$ cat config.mk
export PLATFORM = sky130hd
export DESIGN_NAME = lsResult
export DESIGN_NICKNAME = d
export VERILOG_FILES = /design/src/logic/lsPkg.sv /design/src/logic/lsResult.sv
export VERILOG_INCLUDE_DIRS = /design/src /design/src/logic
export SDC_FILE = /design/constraint.sdc
export NUM_CORES = 1
export LEC_CHECK = 0
export BUFFER_PORTS_ARGS = -buffer_cell sky130_fd_sc_hd__buf_2
export CAP_MARGIN = 20
export CELL_PAD_IN_SITES_DETAIL_PLACEMENT = 1
export CELL_PAD_IN_SITES_GLOBAL_PLACEMENT = 2
export CORE_MARGIN = 2
export CORE_UTILIZATION = 24
export CTS_CLUSTER_DIAMETER = 100
export CTS_CLUSTER_SIZE = 30
export DETAILED_ROUTE_END_ITERATION = 10
export GPL_ROUTABILITY_DRIVEN = 1
export GPL_TIMING_DRIVEN = 0
export PLACE_DENSITY_LB_ADDON = 0.1
export SYNTH_ARGS = -nofsm -noshare
export SYNTH_HDL_FRONTEND = slang
export SYNTH_SLANG_ARGS = --single-unit
$ cat constraint.sdc
create_clock -name clk -period 1.7 [get_ports clk]
set_clock_uncertainty 0.1 [all_clocks]
set_input_delay 0 -clock clk [delete_from_list [all_inputs] [get_ports clk]]
set_output_delay 0 -clock clk [all_outputs]
set_load 0.01 [all_outputs]
$ cat src/logic/lsConsts.svh
`ifndef LS_CONSTS_SVH
`define LS_CONSTS_SVH

// buffer entries
`define LS_DEPTH 8

// rename tag width, tag 0 means no dependency
`define TAG_W 4

// data and address width
`define DATA_W 32

// data memory size in 32-bit words
`define MEM_WORDS 256

// request to response cycles
`define MEM_LATENCY 2

`endif

$ cat src/logic/lsPkg.sv
package lsPkg;

    typedef enum logic [1:0] {
        sizeByte = 2'd0,
        sizeHalf = 2'd1,
        sizeWord = 2'd2
    } accessSize;

    // I-type layout used by loads
    typedef struct packed {
        logic [11:0] imm;
        logic [4:0]  rs1;
        logic [2:0]  funct3;
        logic [4:0]  rd;
        logic [6:0]  opcode;
    } loadFormat;

    // S-type layout used by stores
    typedef struct packed {
        logic [6:0] immHigh;
        logic [4:0] rs2;
        logic [4:0] rs1;
        logic [2:0] funct3;
        logic [4:0] immLow;
        logic [6:0] opcode;
    } storeFormat;

    typedef union packed {
        loadFormat  load;
        storeFormat store;
    } instrWord;

endpackage

$ cat src/logic/lsResult.sv
`include "lsConsts.svh"

module lsResult (
    input  logic                 clk,
    input  logic                 reset,
    input  logic                 rspValid,
    input  logic                 rspStore,
    input  logic [`TAG_W-1:0]    rspTag,
    input  lsPkg::accessSize     rspSize,
    input  logic                 rspSigned,
    input  logic [1:0]           rspByteOffset,
    input  logic [`DATA_W-1:0]   rspWord,
    input  logic                 illegal,
    output logic                 loadValid,
    output logic [`TAG_W-1:0]    loadTag,
    output logic [`DATA_W-1:0]   loadData,
    output logic                 storeDoneValid,
    output logic [`TAG_W-1:0]    storeDoneTag,
    output logic                 creditReturn,
    output logic                 freeValid,
    output logic [`TAG_W-1:0]    freeTag,
    output logic                 illegalOp
);

    logic [`DATA_W-1:0] shifted, extended;
    logic               creditPending;

    always_comb begin
        shifted = rspWord >> {rspByteOffset, 3'b000};
        case (rspSize)
            lsPkg::sizeByte:
                extended = {{(`DATA_W-8){rspSigned && shifted[7]}}, shifted[7:0]};
            lsPkg::sizeHalf:
                extended = {{(`DATA_W-16){rspSigned && shifted[15]}}, shifted[15:0]};
            default:
                extended = rspWord;
        endcase
    end

    always_ff @(posedge clk) begin
        if (reset) begin
            loadValid      <= 1'b0;
            storeDoneValid <= 1'b0;
            freeValid      <= 1'b0;
            illegalOp      <= 1'b0;
            creditReturn   <= 1'b0;
            creditPending  <= 1'b0;
        end else begin
            loadValid      <= rspValid && !rspStore;
            storeDoneValid <= rspValid && rspStore;
            freeValid      <= rspValid;
            illegalOp      <= illegal;
            // completion wins, an illegal credit waits one cycle
            creditReturn   <= rspValid || creditPending || illegal;
            creditPending  <= rspValid ? (creditPending || illegal)
                                       : (creditPending && illegal);
        end
    end

    always_ff @(posedge clk) begin
        loadTag      <= rspTag;
        loadData     <= extended;
        storeDoneTag <= rspTag;
        freeTag      <= rspTag;
    end

endmodule

==> flow_summary_export.csv <==
group,metric,value,unit
status,outcome,"completed",
clocking,clk_pin_slew,80,ps
synthesis,synth.distinct_cells,28,
finish,multi_input_area,731,sq um
detailed_routing,vias,1810,
clocking,cts_htree_levels,2,
detailed_routing,first_pass_iters,4,
floorplanning,coreArea,0.00679,sq mm
sta,clock.fmax,0.592,GHz
setup_path,cp.arrival,1780,ps
clocking,clock_latency,290,ps
pwr,peakVddDrop,0.327,mV
synthesis,syn_avg_cell_area,9.86,sq um
hold_path,hold_class,"input pin to flop",
sta,period_needed,1690,ps
sta,slew_violations,0,
grt,grt_pass1_vias,1847,
floorplanning,start_util,0.248,
floorplanning,die_h,87.8,um
synthesis,synth_edf_count,0,
floorplanning,rows,30,
setup_path,start_kind,"input pin",
setup_path,r2r-start,"creditPending",
synthesis,synthTopCellsByCount,"42 x dfxtp_1, 29 x nand2_1, 10 x clkbuf_1, 10 x o21ai_1",
clocking,clock_sinks,42,
place,place_ws,-65.3,ps
floorplanning,ios,95,
sta,rsz0062_at_grt,"false",
synthesis,seq_area_frac_synth,0.499,
detailed_routing,viasPerCell,4.35,
sta,finalHoldViolations,0,
clocking,cts_setup_buffers,0,
run,cap_violations,0,
clocking,cts_root_buf,"clkbuf_8",
sta,holdWs,47.5,ps
place,place_inst,359,
pwr,p_per_area,802,mW/mm^2
clocking,tritoncts,"built",
setup_path,worst_ep_required_time,1790,ps
detailed_routing,ant_nets,0,
sta,setup_ws,10.5,ps
synthesis,synthArstFlopShare,0,
grt,grt_pass1_wl,8730,um
setup_path,critPathKind,"input pin to flop",
setup_path,path_max_fanout,2,
place,io_buffer_count,92,
synthesis,ys_seq_elements,42,
finish,seq_area,841,sq um
detailed_routing,drc_errors,0,
finish,drive_gt1_frac,0.363,
grt,overflow,0,
detailed_routing,drt_iter0_markers,70,
setup_path,startpoint,"rspWord[12]",
synthesis,synthCells,171,
synthesis,synth_ff_type,"dfxtp_1",
hold_path,hold_depth,2,
finish,syn2layout_area_growth,70.0,%
floorplanning,die_w,87.8,um
finish,nets,365,
floorplanning,dieArea,0.00771,sq mm
setup_path,r2r_cells,3,
sta,finalSetupTns,0,ps
clocking,clockBufferDepth,2,
finish,antenna_cells,0,
place,gp_congestion,0.708,
sta,finalSetupViolations,0,
synthesis,synth.most_common_cell,"dfxtp_1",
synthesis,post-synth-top-area-cell,"dfxtp_1",
sta,layout_worst_path_cycle_share,0.994,
grt,grt_max_degree,13,
detailed_routing,wirelength,5880,um
sta,max_slew.worst_pin.slew,691,ps
detailed_routing,wl_per_cell,14.1,um
synthesis,syn-cell-area,0.00169,sq mm
synthesis,synth.yosys.warnings,0,
synthesis,yosys-top-cells-area,"dfxtp_1 50%, nand2_1 6.5%, mux2i_1 4.2%",
place,hpwl,4110,um
grt,grt_use_total,0.150,
clocking,numCtsBuffers,5,
synthesis,syn_nets,217,
finish,stdcell_count,416,
finish,fill_cells,801,
synthesis,yosysTopAreaCellShare,0.499,
sta,relSlewSlack,0.539,
finish,fin_util,0.422,
setup_path,cp-end-kind,"flop",
pwr,p_leak,1.37,nW
grt,antenna_found_initial,0,
hold_path,hp-start,"rspSize[1]",
[metal layers]
layer	part of all wire	vias to the layer above	track usage	routed length (um)
met5	0	-	0	0
met4	0.0063	0	0.0378	37
met3	0.054	5	0.0368	317
met2	0.53	60	0.284	3110
met1	0.41	851	0.167	2420
li1	-	894	-	-
[area by class of cell]
class,instances,area share
buffer,20,0.0419
timing repair buffer,141,0.332
sequential,42,0.293
tap,96,0.0419
multi-input combinational,106,0.255
inverter,3,0.00393
clock inverter,1,0.00175
clock buffer,7,0.0301
[through the flow]
| stage | instance area, sq um | total power (W) |
|---|---|---|
| 2_1_floorplan | 1690 | 0.00135 |
| 3_3_place_gp | 2270 | 0.00155 |
| 3_5_place_dp | 2270 | 0.00155 |
| 4_1_cts | 2850 | 0.00232 |
| 5_1_grt | 2870 | 0.00242 |
| 6_report | 2870 | 0.00230 |
[repair_timing]
item	4_1_cts	5_1_grt
hold buffers	49	0
endpoints found under the hold margin	42	0
setup endpoints to repair	0	3
gates resized for setup	0	4
[final timing paths]
path         slack [ps]             to
min reg2reg         440   creditReturn
max                  10    loadData[4]
max reg2reg         340  creditPending
min                  50    loadData[8]
[sequential cells by signal (all words and copies together), names as in the netlist]
register / cells
loadData: 32
storeDoneValid: 1
creditReturn: 1
freeValid: 1
illegalOp: 1
loadValid: 1
creditPending: 1
freeTag: 4
[cell usage in the layout (no fill, tap or decap), types with 2 or more instances in the layout]
cell,synthesis,routed
o211a_1,7,7
mux2i_1,7,4
inv_1,2,2
a21oi_1,2,2
mux2i_2,0,3
buf_6,2,2
o31ai_1,7,7
dlygate4sd3_1,0,49
buf_4,8,8
clkbuf_1,10,11
a22o_1,6,6
o21ai_0,8,8
nand3b_1,7,7
dfxtp_1,42,42
o2bb2ai_1,6,6
buf_2,0,92
nand2_1,29,29
nor2b_1,5,5
o21ai_1,10,10
clkbuf_8,0,6
[cells by family (layout without fill, tap and decap cells)]
family,count (synthesis),after routing,share of synthesized area
and+or+nand+nor,46,46,0.132
AOI/OAI and AO/OA,51,51,0.229
muxes,9,9,0.0616
DFF,42,42,0.499
buffers and inverters,23,172,0.0780
[worst max-delay path: stages]
cell           delay [ps]
dlygate4sd3_1         530
buf_2                 140
mux2i_2               250
o2bb2ai_1             130
a22o_1                180
dlygate4sd3_1         540
[power breakdown]
| group | internal (W) | total [W] | switching (W) |
|---|---|---|---|
| clock | 0.000328 | 0.000668 | 0.000340 |
| sequential | 0.00107 | 0.00109 | 0.0000215 |
| combinational | 0.000281 | 0.000542 | 0.000260 |
| total | 0.00167 | 0.00230 | 0.000622 |
Note: power is estimated with default switching activity, not from simulation.
