## config.mk

```make
export PLATFORM = sky130hd
export DESIGN_NAME = lsDecode
export DESIGN_NICKNAME = d
export VERILOG_FILES = /design/src/logic/lsPkg.sv /design/src/logic/lsDecode.sv
export VERILOG_INCLUDE_DIRS = /design/src /design/src/logic
export SDC_FILE = /design/constraint.sdc
export NUM_CORES = 1
export LEC_CHECK = 0
export CAP_MARGIN = 20
export CORE_AREA = 2 2 39 41
export DETAILED_ROUTE_END_ITERATION = 10
export DIE_AREA = 0 0 41 43
export DONT_BUFFER_PORTS = 1
export SKIP_LAST_GASP = 1
export SYNTH_ARGS = -nofsm -noshare
export SYNTH_HDL_FRONTEND = slang
export SYNTH_SLANG_ARGS = --single-unit
```

## constraint.sdc

```tcl
create_clock -name vclk -period 3.9
set_input_delay 0.39 -clock vclk [all_inputs]
set_output_delay 0.39 -clock vclk [all_outputs]
set_load 0.02 [all_outputs]
```

## src/logic/lsConsts.svh

```systemverilog
`ifndef LS_CONSTS_SVH
`define LS_CONSTS_SVH

// buffer entries
`define LS_DEPTH 8

// rename tag width, tag 0 means no dependency
`define TAG_W 4

// data and address width
`define DATA_W 32

// data memory size in 32-bit words
`define MEM_WORDS 256

// request to response cycles
`define MEM_LATENCY 2

`endif

```

## src/logic/lsPkg.sv

```systemverilog
package lsPkg;

    typedef enum logic [1:0] {
        sizeByte = 2'd0,
        sizeHalf = 2'd1,
        sizeWord = 2'd2
    } accessSize;

    // I-type layout used by loads
    typedef struct packed {
        logic [11:0] imm;
        logic [4:0]  rs1;
        logic [2:0]  funct3;
        logic [4:0]  rd;
        logic [6:0]  opcode;
    } loadFormat;

    // S-type layout used by stores
    typedef struct packed {
        logic [6:0] immHigh;
        logic [4:0] rs2;
        logic [4:0] rs1;
        logic [2:0] funct3;
        logic [4:0] immLow;
        logic [6:0] opcode;
    } storeFormat;

    typedef union packed {
        loadFormat  load;
        storeFormat store;
    } instrWord;

endpackage

```

## src/logic/lsDecode.sv

```systemverilog
`include "lsConsts.svh"

module lsDecode (
    input  lsPkg::instrWord      instr,
    output logic                 isLoad,
    output logic                 isStore,
    output lsPkg::accessSize     size,
    output logic                 isSigned,
    output logic [`DATA_W-1:0]   imm,
    output logic                 illegal
);

    localparam logic [6:0] opLoad  = 7'b0000011;
    localparam logic [6:0] opStore = 7'b0100011;

    always_comb begin
        isLoad   = 1'b0;
        isStore  = 1'b0;
        size     = lsPkg::sizeWord;
        isSigned = 1'b0;
        imm      = '0;
        // opcode sits in the same bits for both layouts
        case (instr.load.opcode)
            opLoad: begin
                imm = {{(`DATA_W-12){instr.load.imm[11]}}, instr.load.imm};
                isLoad = 1'b1;
                case (instr.load.funct3)
                    3'b000: begin
                        size     = lsPkg::sizeByte;
                        isSigned = 1'b1;
                    end
                    3'b001: begin
                        size     = lsPkg::sizeHalf;
                        isSigned = 1'b1;
                    end
                    3'b010: size = lsPkg::sizeWord;
                    3'b100: size = lsPkg::sizeByte;
                    3'b101: size = lsPkg::sizeHalf;
                    default: isLoad = 1'b0;
                endcase
            end
            opStore: begin
                imm = {{(`DATA_W-12){instr.store.immHigh[6]}},
                       instr.store.immHigh, instr.store.immLow};
                isStore = 1'b1;
                case (instr.store.funct3)
                    3'b000: size = lsPkg::sizeByte;
                    3'b001: size = lsPkg::sizeHalf;
                    3'b010: size = lsPkg::sizeWord;
                    default: isStore = 1'b0;
                endcase
            end
            default: ;
        endcase
        illegal = !(isLoad || isStore);
    end

endmodule

```

==> results of run 1 <==
[kinds of logic after synthesis]
| logic type | Yosys count | synth area share (%) |
|---|---|---|
| buffers and inverters | 33 | 50.5 |
| AND/OR/NAND/NOR | 22 | 32.3 |
| multiplexers | 5 | 12.1 |
| AO/OA/AOI/OAI | 3 | 5.14 |
[routing by layer]
layer / GRT usage [%] / up-vias
met2: 12.8 / 30
met1: 7.28 / 118
li1: - / 146
met5: 0 / -
met4: 0 / 0
met3: 1.05 / 0
[synthesized netlist by cell type (all sizes together)]
cell | instances | area share [%]
buf | 23 | 41
a21o | 1 | 1.8
nand4bb | 1 | 2.7
or2 | 2 | 3.0
or4b | 1 | 2.4
nand2b | 1 | 1.5
o21ai | 1 | 1.2
inv | 8 | 7.3
clkbuf | 2 | 1.8
nor3 | 12 | 15
nand2 | 1 | 0.91
mux2i | 5 | 12
nor4b | 2 | 4.2
a211o | 1 | 2.1
nor4 | 2 | 3.0
[worst max-delay path: stages]
cell	delay, ns
nand4bb_1	0.62
nor3_2	0.28
buf_4	0.57
buf_4	0.44
[metrics by stage]
step                setup slack, ns  std cells
finish                         1.20         57
global route                   1.02         57
CTS                            1.19         57
detailed placement             1.18         57
global placement               1.22         57
floorplan                     0.719         63
[final cells by class]
class | count | area, sq um | area share, %
multi-input cells | 30 | 210 | 73.4
inverters | 8 | 30.0 | 10.5
repair buffers | 3 | 26.3 | 9.17
well taps | 16 | 20.0 | 6.99
[power by group]
group / switching [uW] / internal (uW) / total (uW) / leakage [uW]
sequential: 0 / 0 / 0 / 0
clock: 0 / 0 / 0 / 0
combinational: 10.3 / 6.38 / 16.7 / 0.000116
total: 10.3 / 6.38 / 16.7 / 0.000116
[final timing paths]
kind,end,slack [ns]
max,imm[25],1.20
min,isLoad,0.87
==> metrics, run 1 <==
outcome=finished clean; fin crit share=slightly below 70%; CP max FO=18; Detail Route Antenna Nets=0; Seq/Total Area, Yosys=0%; final core utilization=between 20% and 30%; Layout area overhead=-30.8%; Least-Margin Pin Slew=0.960 ns; fmax=between 300 and 400 MHz; routability-driven placement congestion ratio=roughly 0.67; met2 wire len=between 300 and 400 microns; most frequent cells in the layout=nor3_1, inv_1, mux2i_1; total power=16.7 uW; Max-Cap Viols=0; Post-CTS Setup Bufs=0; Setup CP Type=in2out; met3 WL=141 microns; cell leakage power=roughly 0.00012 uW; PostCTS Resize Cnt=0; Peak VDD IR=21.4 uV; RSZ-0062 raised after global routing=false; row count=14; CP required=3.51 ns; # fillers=155; Seq Cell Count=0; worst setup path start=instr[2]; CTS Hold Bufs=0; total gr overflow=0; Antenna diodes=0; share of cells above drive strength 1=under 10%; first-pass GRT wire length=883 microns; DR iter-0 viols=1; count of cell types in the netlist=17; Mapped Avg Cell Area=6.57 sq um; normalized max-slew margin=35.1%; Hold Vio Cnt, Final=0; initial antenna violation count=0; clkbuf count=0; Final Slew Violations=0; FF/Latch Area=0 sq um; largest net degree at the start of global routing=19; area of placed instances=287 sq um; design area=287 sq um; via count=between 200 and 300; Fin Hold WS=0.870 ns; Ys Warns=0; Syn Nets=between 90 and 100; CP Capture Type=primary output; Port Buf Inserts=0; Initial Utilization=29.9%; Avg WL per Cell=12.4 microns; Via density=between 5 and 6; Vert. Die Dim=43 microns; top sig layer=met3; # setup viols final=0; Hold/Removal Path Class=in2out; Syn Inst Count=63; synthesized area=414 sq um; fin nets=75; vias in the first global route=216; GRT Util Overall=6.59%; Critical Path AT=2.31 ns; Die Span X=41 microns; min-delay src=instr[5]; most common cell after layout, fill and taps aside=nor3_1; wire length on met1=207 microns; Core Box Area=~1400 sq um; Hold Crit Depth=1; post-DP HPWL=611 microns; Die ar.=1760 sq um; Setup crit start kind=input pin; DRC=0; I/O Pins=70; Setup TNS Final=0 ns; PD cells=58.2 nW/um^2; minimum clock period=2.70 ns; Post-Route WL=706 microns; DRT Pass-1 Iters=2
(Power assumes the default switching activity.)
==> inputs of run 2 (changes only) <==
clock period = 2.59 ns   (was 3.9 ns; I/O delays follow)
==> run 2 against run 1 <==
Against the previous run: first-iteration DRC count increased to 5.0 times the previous value; critical path type unchanged; hold slack worse by 0.18 ns; sequential share of layout area unchanged; routed wire length increased by 19%; non-clock buffer count up 16; sequential cell count unchanged; cell area up 52%; via count increased by 22%.
==> metrics, run 2 (synthesis gave the netlist of run 1 again) <==
outcome=finished clean; most common cell after layout, fill and taps aside=buf_4; Post-Route WL=837 microns (+19%); Combinational Power Share=100.0% (about the same); Die ar.=1760 sq um (unchanged); Fin Hold WS=0.691 ns (-0.178 ns); clkbuf count=0 (unchanged); CP required=2.33 ns (-1.18 ns); fin nets=91 (+21%); Setup TNS Final=0 ns (unchanged); total gr overflow=0 (unchanged); sequential power share=0% (unchanged); final core utilization=31.4% (+11 points); minimum clock period=1.77 ns; fin crit share=68.4%; Port Buf Inserts=0 (unchanged); Setup crit start kind=input pin; min-delay src=instr[14]; post-DP HPWL=686 microns (+12%); Switch Pwr=17.2 uW (+67%); pre-CTS WS=0.808 ns (-0.377 ns); fmax=approximately 560 MHz; CP max FO=18 (unchanged); # setup viols final=0 (unchanged); share of cells above drive strength 1=35.1% (+25 points); Antenna diodes=0 (unchanged); fin worst setup slack=0.819 ns (-0.377 ns); CP Capture Type=primary output; largest net degree at the start of global routing=19 (unchanged); Initial Utilization=29.9% (unchanged); first-pass GRT wire length=1190 microns (+35%); CTS Hold Bufs=0 (unchanged); initial antenna violation count=0 (unchanged); Hold Vio Cnt, Final=0 (unchanged); PostCTS Resize Cnt=0 (unchanged); Max-Cap Viols=0 (unchanged); DRT Pass-1 Iters=3 (+1); DR iter-0 viols=5 (+4); row count=14 (unchanged); DRC=0 (unchanged); normalized max-slew margin=57.7% (+23 points); Core Box Area=1380 sq um (unchanged); Seq Cell Count=0 (unchanged); via count=359 (+22%); Sw Ratio=59.0% (-2.7 points); PD cells=67.2 nW/um^2 (+15%); Avg WL per Cell=11.5 microns (-7.4%); I/O Pins=70 (unchanged); Die Span X=41 microns (unchanged); Setup CP Type=in2out; Post-CTS Setup Bufs=0 (unchanged); Via density=4.92 (-4.7%); FF/Latch Area=0 sq um (unchanged); Final Slew Violations=0 (unchanged); cell leakage power=0.000212 uW (+82%); Layout area overhead=4.83%; P_int=12.0 uW (+87%); routability-driven placement congestion ratio=0.679 (+1.1%); most frequent cells in the layout=buf_4, nor3_1, inv_1; Vert. Die Dim=43 microns (unchanged); RSZ-0062 raised after global routing=false; Least-Margin Pin Slew=0.634 ns (-0.326 ns); GRT Util Overall=8.90% (+2.3 points); Detail Route Antenna Nets=0 (unchanged); vias in the first global route=301 (+39%); Critical Path AT=1.51 ns (-0.80 ns); Hold/Removal Path Class=in2out; worst setup path start=instr[4]; Clock Power Share=0% (unchanged); Peak VDD IR=41.2 uV (+92%)
[run 2: changes by cell type in the layout (fill, tap and decap cells not counted), sizes merged]
cell / change
buf: +16
[run 2: layout make-up]
cell class	instances	area [sq um]
Fill cell	146	950
Multi-Input combinational cell	30	216
Inverter	8	30.0
Tap cell	16	20.0
Timing Repair Buffer	19	168
[run 2: power by group through the flow]
stage / Clock [uW] / Combinational, uW / Sequential [uW]
finish: 0 / 29.2 / 0
global route: 0 / 32.1 / 0
CTS: 0 / 29.6 / 0
detailed placement: 0 / 29.4 / 0
global placement: 0 / 28.6 / 0
floorplan: 0 / 30.0 / 0
[run 2: metrics by stage]
stage,std cells,power (uW),area [sq um]
after CTS,73,29.6,434
after detailed placement,73,29.4,434
after global placement,73,28.6,434
final,73,29.2,434
after global routing,73,32.1,434
after floorplan,63,30.0,419
[run 2: per-layer routing]
metal | up-vias | routed length, microns | track usage (%)
li1 | 180 | - | -
met1 | 147 | 304 | 11.7
met2 | 32 | 397 | 15.6
met3 | 0 | 135 | 0.524
met4 | 0 | 0 | 0.667
met5 | - | 0 | 0
[run 2: final timing paths]
path  endpoint  cells after the start
min   isSigned                      2
max    imm[29]                      3
[run 2: worst max-delay path: stages]
cell and delay (ns):
or2_1 0.44, nor3_4 0.37, buf_4 0.43
