**src/logic/lsConsts.svh**
```systemverilog
`ifndef LS_CONSTS_SVH
`define LS_CONSTS_SVH

// buffer entries
`define LS_DEPTH 8

// rename tag width, tag 0 means no dependency
`define TAG_W 4

// data and address width
`define DATA_W 32

// data memory size in 32-bit words
`define MEM_WORDS 256

// request to response cycles
`define MEM_LATENCY 2

`endif

```
**src/logic/lsPkg.sv**
```systemverilog
package lsPkg;

    typedef enum logic [1:0] {
        sizeByte = 2'd0,
        sizeHalf = 2'd1,
        sizeWord = 2'd2
    } accessSize;

    // I-type layout used by loads
    typedef struct packed {
        logic [11:0] imm;
        logic [4:0]  rs1;
        logic [2:0]  funct3;
        logic [4:0]  rd;
        logic [6:0]  opcode;
    } loadFormat;

    // S-type layout used by stores
    typedef struct packed {
        logic [6:0] immHigh;
        logic [4:0] rs2;
        logic [4:0] rs1;
        logic [2:0] funct3;
        logic [4:0] immLow;
        logic [6:0] opcode;
    } storeFormat;

    typedef union packed {
        loadFormat  load;
        storeFormat store;
    } instrWord;

endpackage

```
**src/logic/lsBuffer.sv**
```systemverilog
`include "lsConsts.svh"

module lsBuffer (
    input  logic                  clk,
    input  logic                  reset,
    input  logic                  dispValid,
    input  logic [`TAG_W-1:0]     dispTag,
    input  logic [`TAG_W-1:0]     dispRs1Tag,
    input  logic [`DATA_W-1:0]    dispRs1Data,
    input  logic [`TAG_W-1:0]     dispRs2Tag,
    input  logic [`DATA_W-1:0]    dispRs2Data,
    input  logic                  decIsLoad,
    input  logic                  decIsStore,
    input  lsPkg::accessSize      decSize,
    input  logic                  decSigned,
    input  logic [`DATA_W-1:0]    decImm,
    input  logic                  decIllegal,
    input  logic                  wakeValid,
    input  logic [`TAG_W-1:0]     wakeTag,
    input  logic [`DATA_W-1:0]    wakeData,
    input  logic                  loopValid,
    input  logic [`TAG_W-1:0]     loopTag,
    input  logic [`DATA_W-1:0]    loopData,
    input  logic                  commitValid,
    input  logic [`TAG_W-1:0]     commitTag,
    input  logic                  freeValid,
    input  logic [`TAG_W-1:0]     freeTag,
    output logic                  memReqValid,
    output logic                  memReqStore,
    output lsPkg::accessSize      memReqSize,
    output logic                  memReqSigned,
    output logic [`DATA_W-1:0]    memReqAddr,
    output logic [`DATA_W-1:0]    memReqData,
    output logic [`TAG_W-1:0]     memReqTag
);

    localparam int idxW = $clog2(`LS_DEPTH);

    logic [`LS_DEPTH-1:0] occupied, issued, committed, src1Valid, src2Valid;
    logic [`LS_DEPTH-1:0] olderStores [`LS_DEPTH];
    logic [`LS_DEPTH-1:0] entStore, entSigned;
    lsPkg::accessSize     entSize  [`LS_DEPTH];
    logic [`TAG_W-1:0]    entTag   [`LS_DEPTH];
    logic [`TAG_W-1:0]    src1Tag  [`LS_DEPTH];
    logic [`TAG_W-1:0]    src2Tag  [`LS_DEPTH];
    logic [`DATA_W-1:0]   entImm   [`LS_DEPTH];
    logic [`DATA_W-1:0]   src1Data [`LS_DEPTH];
    logic [`DATA_W-1:0]   src2Data [`LS_DEPTH];

    logic [`LS_DEPTH-1:0] wake1Hit, loop1Hit, wake2Hit, loop2Hit;
    logic [`LS_DEPTH-1:0] commitHit, freeHit, storeReady, loadReady;
    logic [idxW-1:0]      allocIdx, issueIdx;
    logic                 allocate, issue;
    logic                 alloc1Valid, alloc2Valid;
    logic [`DATA_W-1:0]   alloc1Data, alloc2Data;

    function automatic logic [idxW-1:0] firstSet(input logic [`LS_DEPTH-1:0] v);
        logic [idxW-1:0] idx;
        idx = '0;
        for (int i = `LS_DEPTH - 1; i >= 0; i--) begin
            if (v[i]) idx = idxW'(i);
        end
        return idx;
    endfunction

    always_comb begin
        for (int i = 0; i < `LS_DEPTH; i++) begin
            wake1Hit[i]  = wakeValid && !src1Valid[i] && src1Tag[i] == wakeTag;
            loop1Hit[i]  = loopValid && !src1Valid[i] && src1Tag[i] == loopTag;
            wake2Hit[i]  = wakeValid && !src2Valid[i] && src2Tag[i] == wakeTag;
            loop2Hit[i]  = loopValid && !src2Valid[i] && src2Tag[i] == loopTag;
            commitHit[i] = commitValid && occupied[i] && entStore[i] && !issued[i]
                           && entTag[i] == commitTag;
            freeHit[i]   = freeValid && occupied[i] && issued[i] && entTag[i] == freeTag;
            // stores leave in program order
            storeReady[i] = occupied[i] && entStore[i] && !issued[i]
                            && (committed[i] || commitHit[i])
                            && src1Valid[i] && src2Valid[i]
                            && (olderStores[i] & ~issued) == '0;
            loadReady[i]  = occupied[i] && !entStore[i] && !issued[i]
                            && src1Valid[i] && olderStores[i] == '0;
        end
    end

    // operands broadcast in the dispatch cycle itself
    always_comb begin
        alloc1Valid = dispRs1Tag == '0;
        alloc1Data  = dispRs1Data;
        alloc2Valid = dispRs2Tag == '0;
        alloc2Data  = dispRs2Data;
        if (dispRs1Tag != '0 && wakeValid && dispRs1Tag == wakeTag) begin
            alloc1Valid = 1'b1;
            alloc1Data  = wakeData;
        end else if (dispRs1Tag != '0 && loopValid && dispRs1Tag == loopTag) begin
            alloc1Valid = 1'b1;
            alloc1Data  = loopData;
        end
        if (dispRs2Tag != '0 && wakeValid && dispRs2Tag == wakeTag) begin
            alloc2Valid = 1'b1;
            alloc2Data  = wakeData;
        end else if (dispRs2Tag != '0 && loopValid && dispRs2Tag == loopTag) begin
            alloc2Valid = 1'b1;
            alloc2Data  = loopData;
        end
    end

    assign allocate = dispValid && (decIsLoad || decIsStore) && !decIllegal;
    assign allocIdx = firstSet(~occupied);
    assign issue    = |storeReady || |loadReady;
    assign issueIdx = |storeReady ? firstSet(storeReady) : firstSet(loadReady);

    always_ff @(posedge clk) begin
        if (reset) begin
            occupied    <= '0;
            issued      <= '0;
            committed   <= '0;
            memReqValid <= 1'b0;
        end else begin
            memReqValid <= issue;
            occupied    <= occupied & ~freeHit;
            committed   <= committed | commitHit;
            src1Valid   <= src1Valid | wake1Hit | loop1Hit;
            src2Valid   <= src2Valid | wake2Hit | loop2Hit;
            for (int i = 0; i < `LS_DEPTH; i++) begin
                olderStores[i] <= olderStores[i] & ~freeHit;
            end
            if (issue) begin
                issued[issueIdx] <= 1'b1;
            end
            if (allocate) begin
                occupied[allocIdx]    <= 1'b1;
                issued[allocIdx]      <= 1'b0;
                committed[allocIdx]   <= 1'b0;
                src1Valid[allocIdx]   <= alloc1Valid;
                src2Valid[allocIdx]   <= alloc2Valid;
                olderStores[allocIdx] <= occupied & entStore & ~freeHit;
            end
        end
    end

    always_ff @(posedge clk) begin
        for (int i = 0; i < `LS_DEPTH; i++) begin
            if (wake1Hit[i]) src1Data[i] <= wakeData;
            else if (loop1Hit[i]) src1Data[i] <= loopData;
            if (wake2Hit[i]) src2Data[i] <= wakeData;
            else if (loop2Hit[i]) src2Data[i] <= loopData;
        end
        if (allocate) begin
            entStore[allocIdx]  <= decIsStore;
            entSize[allocIdx]   <= decSize;
            entSigned[allocIdx] <= decSigned;
            entTag[allocIdx]    <= dispTag;
            entImm[allocIdx]    <= decImm;
            src1Tag[allocIdx]   <= dispRs1Tag;
            src2Tag[allocIdx]   <= dispRs2Tag;
            src1Data[allocIdx]  <= alloc1Data;
            src2Data[allocIdx]  <= alloc2Data;
        end
        if (issue) begin
            memReqStore  <= entStore[issueIdx];
            memReqSize   <= entSize[issueIdx];
            memReqSigned <= entSigned[issueIdx];
            memReqTag    <= entTag[issueIdx];
            memReqAddr   <= src1Data[issueIdx] + entImm[issueIdx];
            memReqData   <= src2Data[issueIdx];
        end
    end

    // credits must keep the dispatcher off a full buffer
    noAllocWhenFull: assert property (@(posedge clk) disable iff (reset)
        dispValid |-> !(&occupied));

    commitOneStore: assert property (@(posedge clk) disable iff (reset)
        commitValid |-> $onehot(commitHit));

    freeIssuedEntry: assert property (@(posedge clk) disable iff (reset)
        freeValid |-> $onehot(freeHit));

endmodule

```
**config.mk**
```make
export PLATFORM = sky130hd
export DESIGN_NAME = lsBuffer
export DESIGN_NICKNAME = d
export VERILOG_FILES = /design/src/logic/lsPkg.sv /design/src/logic/lsBuffer.sv
export VERILOG_INCLUDE_DIRS = /design/src /design/src/logic
export SDC_FILE = /design/constraint.sdc
export NUM_CORES = 2
export LEC_CHECK = 0
export ABC_AREA = 1
export ABC_CLOCK_PERIOD_IN_PS = 4500
export BUFFER_PORTS_ARGS = -buffer_cell sky130_fd_sc_hd__clkbuf_2
export CORE_UTILIZATION = 47
export CTS_CLUSTER_DIAMETER = 30
export DETAILED_ROUTE_END_ITERATION = 8
export MAX_ROUTING_LAYER = met4
export PLACE_DENSITY_LB_ADDON = 0.25
export SLEW_MARGIN = 20
export SYNTH_ARGS = -nofsm -noshare
export SYNTH_HDL_FRONTEND = slang
export SYNTH_SLANG_ARGS = --single-unit
```
**constraint.sdc**
```tcl
create_clock -name clk -period 4.5 [get_ports clk]
set_input_delay 0.225 -clock clk [delete_from_list [all_inputs] [get_ports clk]]
set_output_delay 0.225 -clock clk [all_outputs]
set_load 0.05 [all_outputs]
```
==> results by group <==
Route
  • Routed len/inst: 26.5 um
  • DRT iter0 DRCs: 7696
  • 1st-pass router iterations: 9
  • Drt total wl: 234000 um
  • DRC viols: 9
  • Post-route ant nets: 0
  • DR vias: 54900
  • DR vias/cell: 6.22

CTS
  • CTS tree: done
  • Total CTS buffers: 279
  • CTS sink cnt: 1073
  • Root Driver: clkbuf_16
  • Clock Pin Slew Worst Setup and Hold Paths: 0.05 ns
  • Max Root-Sink Buffers: 4
  • Worst-Skew Late Latency: 0.90 ns
  • Htree depth: 5

Logic synthesis
  • Share of the synthesized area in the top cell type: 55.0%
  • Yosys reg bits: 1073
  • Area leader, netlist: edfxtp_1
  • Most common library cells after synthesis: nand2_1, edfxtp_1, o21ai_0
  • Synth Instances: 6190
  • Net Count, Synth: 6423
  • EDFF count, synth: 1048
  • Synth cell types: 58
  • Top-count cell post-synth: nand2_1
  • Top post-synthesis cells by area: edfxtp_1, nand2_1, o21ai_0
  • Yosys Warn Count: 0
  • Synth Cell Area: 57200 um^2
  • Avg Cell Area, Syn: 9.25 um^2
  • Top_reg_cell synth: edfxtp_1
  • Share of flip-flops with an asynchronous set or reset: 0%
  • Sequential area share after synthesis: 55.8%

Worst setup path
  • Req. time, crit path: 5.14 ns
  • Worst-path fanout max: 9
  • Crit path max-delay family: buffers and inverters
  • Critical path type: reg2reg
  • Crit path capture type: flop
  • Worst path arrival time: 5.52 ns
  • Startpoint Class: flop
  • Largest stage delay on the critical path: 0.33 ns
  • Worst path buffer plus inverter count: 16
  • Most common cell on crit path: buf_4
  • Slowest cell on crit path: dfxtp_1

STA
  • Slew Viols, Final: 0
  • Worst hold slack: 0.0333 ns
  • Final period utilization: 108%
  • Final Skew: 0.0780 ns
  • Slew headroom: 22.9%
  • Worst setup margin: -0.378 ns
  • Min Clock Period, post-route: 4.88 ns
  • Setup violators final: 23
  • Worst slew pin tran: 1.15 ns
  • Final hold violation count: 0
  • RSZ-0062 raised after global routing: true
  • Highest Clock Rate: 205 MHz

Die
  • Row count: 127
  • Die height: 351 um
  • # IOs: 274
  • Die X: 351 um
  • Core ar.: 120000 um^2
  • Initial core utilization: 47.6%
  • Die area: 123000 um^2

Layout
  • Layout cells sized above 1: 23.7%
  • Final net count: 7249
  • Synth-to-Final Area Change: 33.6%
  • Fin area: 76500 um^2

Placement
  • Port Buffer Count: 273
  • Post-place instance area: 63200 um^2
  • Dpl hpwl: 138000 um
  • Final Wtd Congestion: 1.01

Flow run
  • Max_cap viols: 0

Power and ir drop
  • Leakage: 30.4 nW
  • Pwr Density: 431 nW/um^2
  • Final Total Pwr: 33.0 mW
  • Maximum VDD drop: 0.000420 V

Global routing
  • Vias in the first global route: 51700
  • Total congestion overflow: 0
  • GRT Resource Usage Total: 38.0%
  • Global-route wire length before repair: 333000 um
  • Pin count of the biggest net entering global routing: 127
  • Initial antenna violation count: 7

Status
  • Outcome: finished with violations
  • Failing checks: design-rule violations, negative setup slack

Min path
  • Hold Crit Class: in2reg
==> sequential cells by signal, indices dropped and copies added, names as in the netlist, 16 cells and up <==
signal	count
entSize	16
entImm	256
olderStores	64
memReqData	32
src1Data	256
memReqAddr	32
src1Tag	32
src2Tag	32
entTag	32
src2Data	256
==> per-layer routing <==
layer | GRT usage, % | routed length (um) | vias up
met5 | - | 0 | -
met4 | 21.4 | 14000 | 0
met3 | 8.65 | 29300 | 859
met2 | 56.5 | 105000 | 4133
met1 | 47.7 | 86200 | 26000
li1 | - | - | 23900
==> through the flow <==
stage          util (%)  std cells  setup TNS [ns]  setup slack (ns)
5_1_grt            63.6       8825           -8.83            -0.510
2_1_floorplan         -       6190               0            0.0338
3_3_place_gp       52.6       8106          -11.90            -0.852
3_5_place_dp       52.6       8106          -12.30            -0.884
6_report           63.6       8826           -5.86            -0.378
4_1_cts            62.7       8784           -1.40            -0.226
==> cells in the final DEF (no fill, tap or decap), types with 18 or more instances in the layout <==
| cell type | n |
|---|---|
| nor3_1 | 23 |
| nand4_1 | 20 |
| clkinv_2 | 38 |
| clkinvlp_4 | 21 |
| nand3_2 | 19 |
| nor4_1 | 22 |
| nand3_1 | 200 |
| buf_6 | 40 |
| edfxtp_1 | 1048 |
| o22ai_1 | 42 |
| o21ai_1 | 64 |
| a21oi_1 | 111 |
| clkbuf_2 | 273 |
| inv_1 | 294 |
| dlygate4sd3_1 | 104 |
| ha_4 | 21 |
| nand2_2 | 59 |
| nor2_1 | 520 |
| bufinv_16 | 27 |
| xnor2_1 | 37 |
| o2111ai_1 | 54 |
| inv_2 | 19 |
| xor2_1 | 34 |
| a211oi_2 | 19 |
| clkinv_4 | 20 |
| buf_4 | 548 |
| buf_12 | 58 |
| a21oi_2 | 39 |
| o21ai_0 | 962 |
| o211ai_1 | 458 |
| clkinv_1 | 35 |
| a2111oi_0 | 18 |
| nand2_1 | 1284 |
| clkbuf_16 | 290 |
| nor2_2 | 21 |
| dfxtp_1 | 22 |
| clkbuf_1 | 41 |
| o21ai_2 | 18 |
==> final cells by class <==
cell class	count	area, um^2
Timing Repair inverter	1	16.3
Tap cell	1612	2020
Sequential cell	1073	32000
Multi-Input combinational cell	4279	23500
Fill cell	9368	43800
Inverter	332	1300
Clock buffer	327	7290
Antenna cell	6	15.0
Timing Repair Buffer	1050	8780
Clock inverter	146	1590
==> logic make-up (layout without fill, tap and decap cells) <==
kind of cell    Yosys count  count (layout)  synth area share (%)
other cells               0               6                     0
mux                      16              16                 0.280
compound gates         1886            1886                  19.8
xor+xnor                 76              76                  1.16
buf+inv                 838            1856                  6.01
fa+ha+maj                32              32                 0.712
flops                  1073            1073                  55.8
simple gates           2269            2269                  16.2
==> worst reg2reg max path, delay by kind of cell, from the launching register on <==
family / cells / cell delay [ns]
AOI/OAI and AO/OA: 2 / 0.37
xor gates and xnor gates: 1 / 0.16
adders and majority gates: 1 / 0.22
buffers and inverters: 16 / 2.09
DFF: 1 / 0.33
and+or+nand+nor: 14 / 1.47
==> power by group <==
part / internal [mW] / leakage, nW / switching (mW)
Sequential: 11.3 / 9.75 / 0.0860
Clock: 13.0 / 4.29 / 5.98
Combinational: 0.978 / 16.4 / 1.65
Total: 25.2 / 30.4 / 7.72
==> worst paths after layout <==
| kind | startpoint | slack [ns] | cells after the start | to |
|---|---|---|---|---|
| setup / recovery | issued[3] | -0.38 | 34 | memReqAddr[3] |
| hold / removal | dispRs1Data[29] | 0.03 | 6 | src1Data[0][29] |
| setup reg to reg | issued[3] | -0.38 | 34 | memReqAddr[3] |
| hold reg to reg | committed[7] | 0.50 | 2 | committed[7] |
==> timing repair <==
| action | CTS | global route |
|---|---|---|
| endpoints found under the setup margin | 22 | 31 |
| cloned | 13 | 7 |
| hold endpoints to repair | 690 | 0 |
| hold buffers | 104 | 0 |
| resized for setup | 290 | 168 |
| pin swaps | 74 | 76 |
| setup buffers | 91 | 37 |
Power figures use the tool's default switching activity.
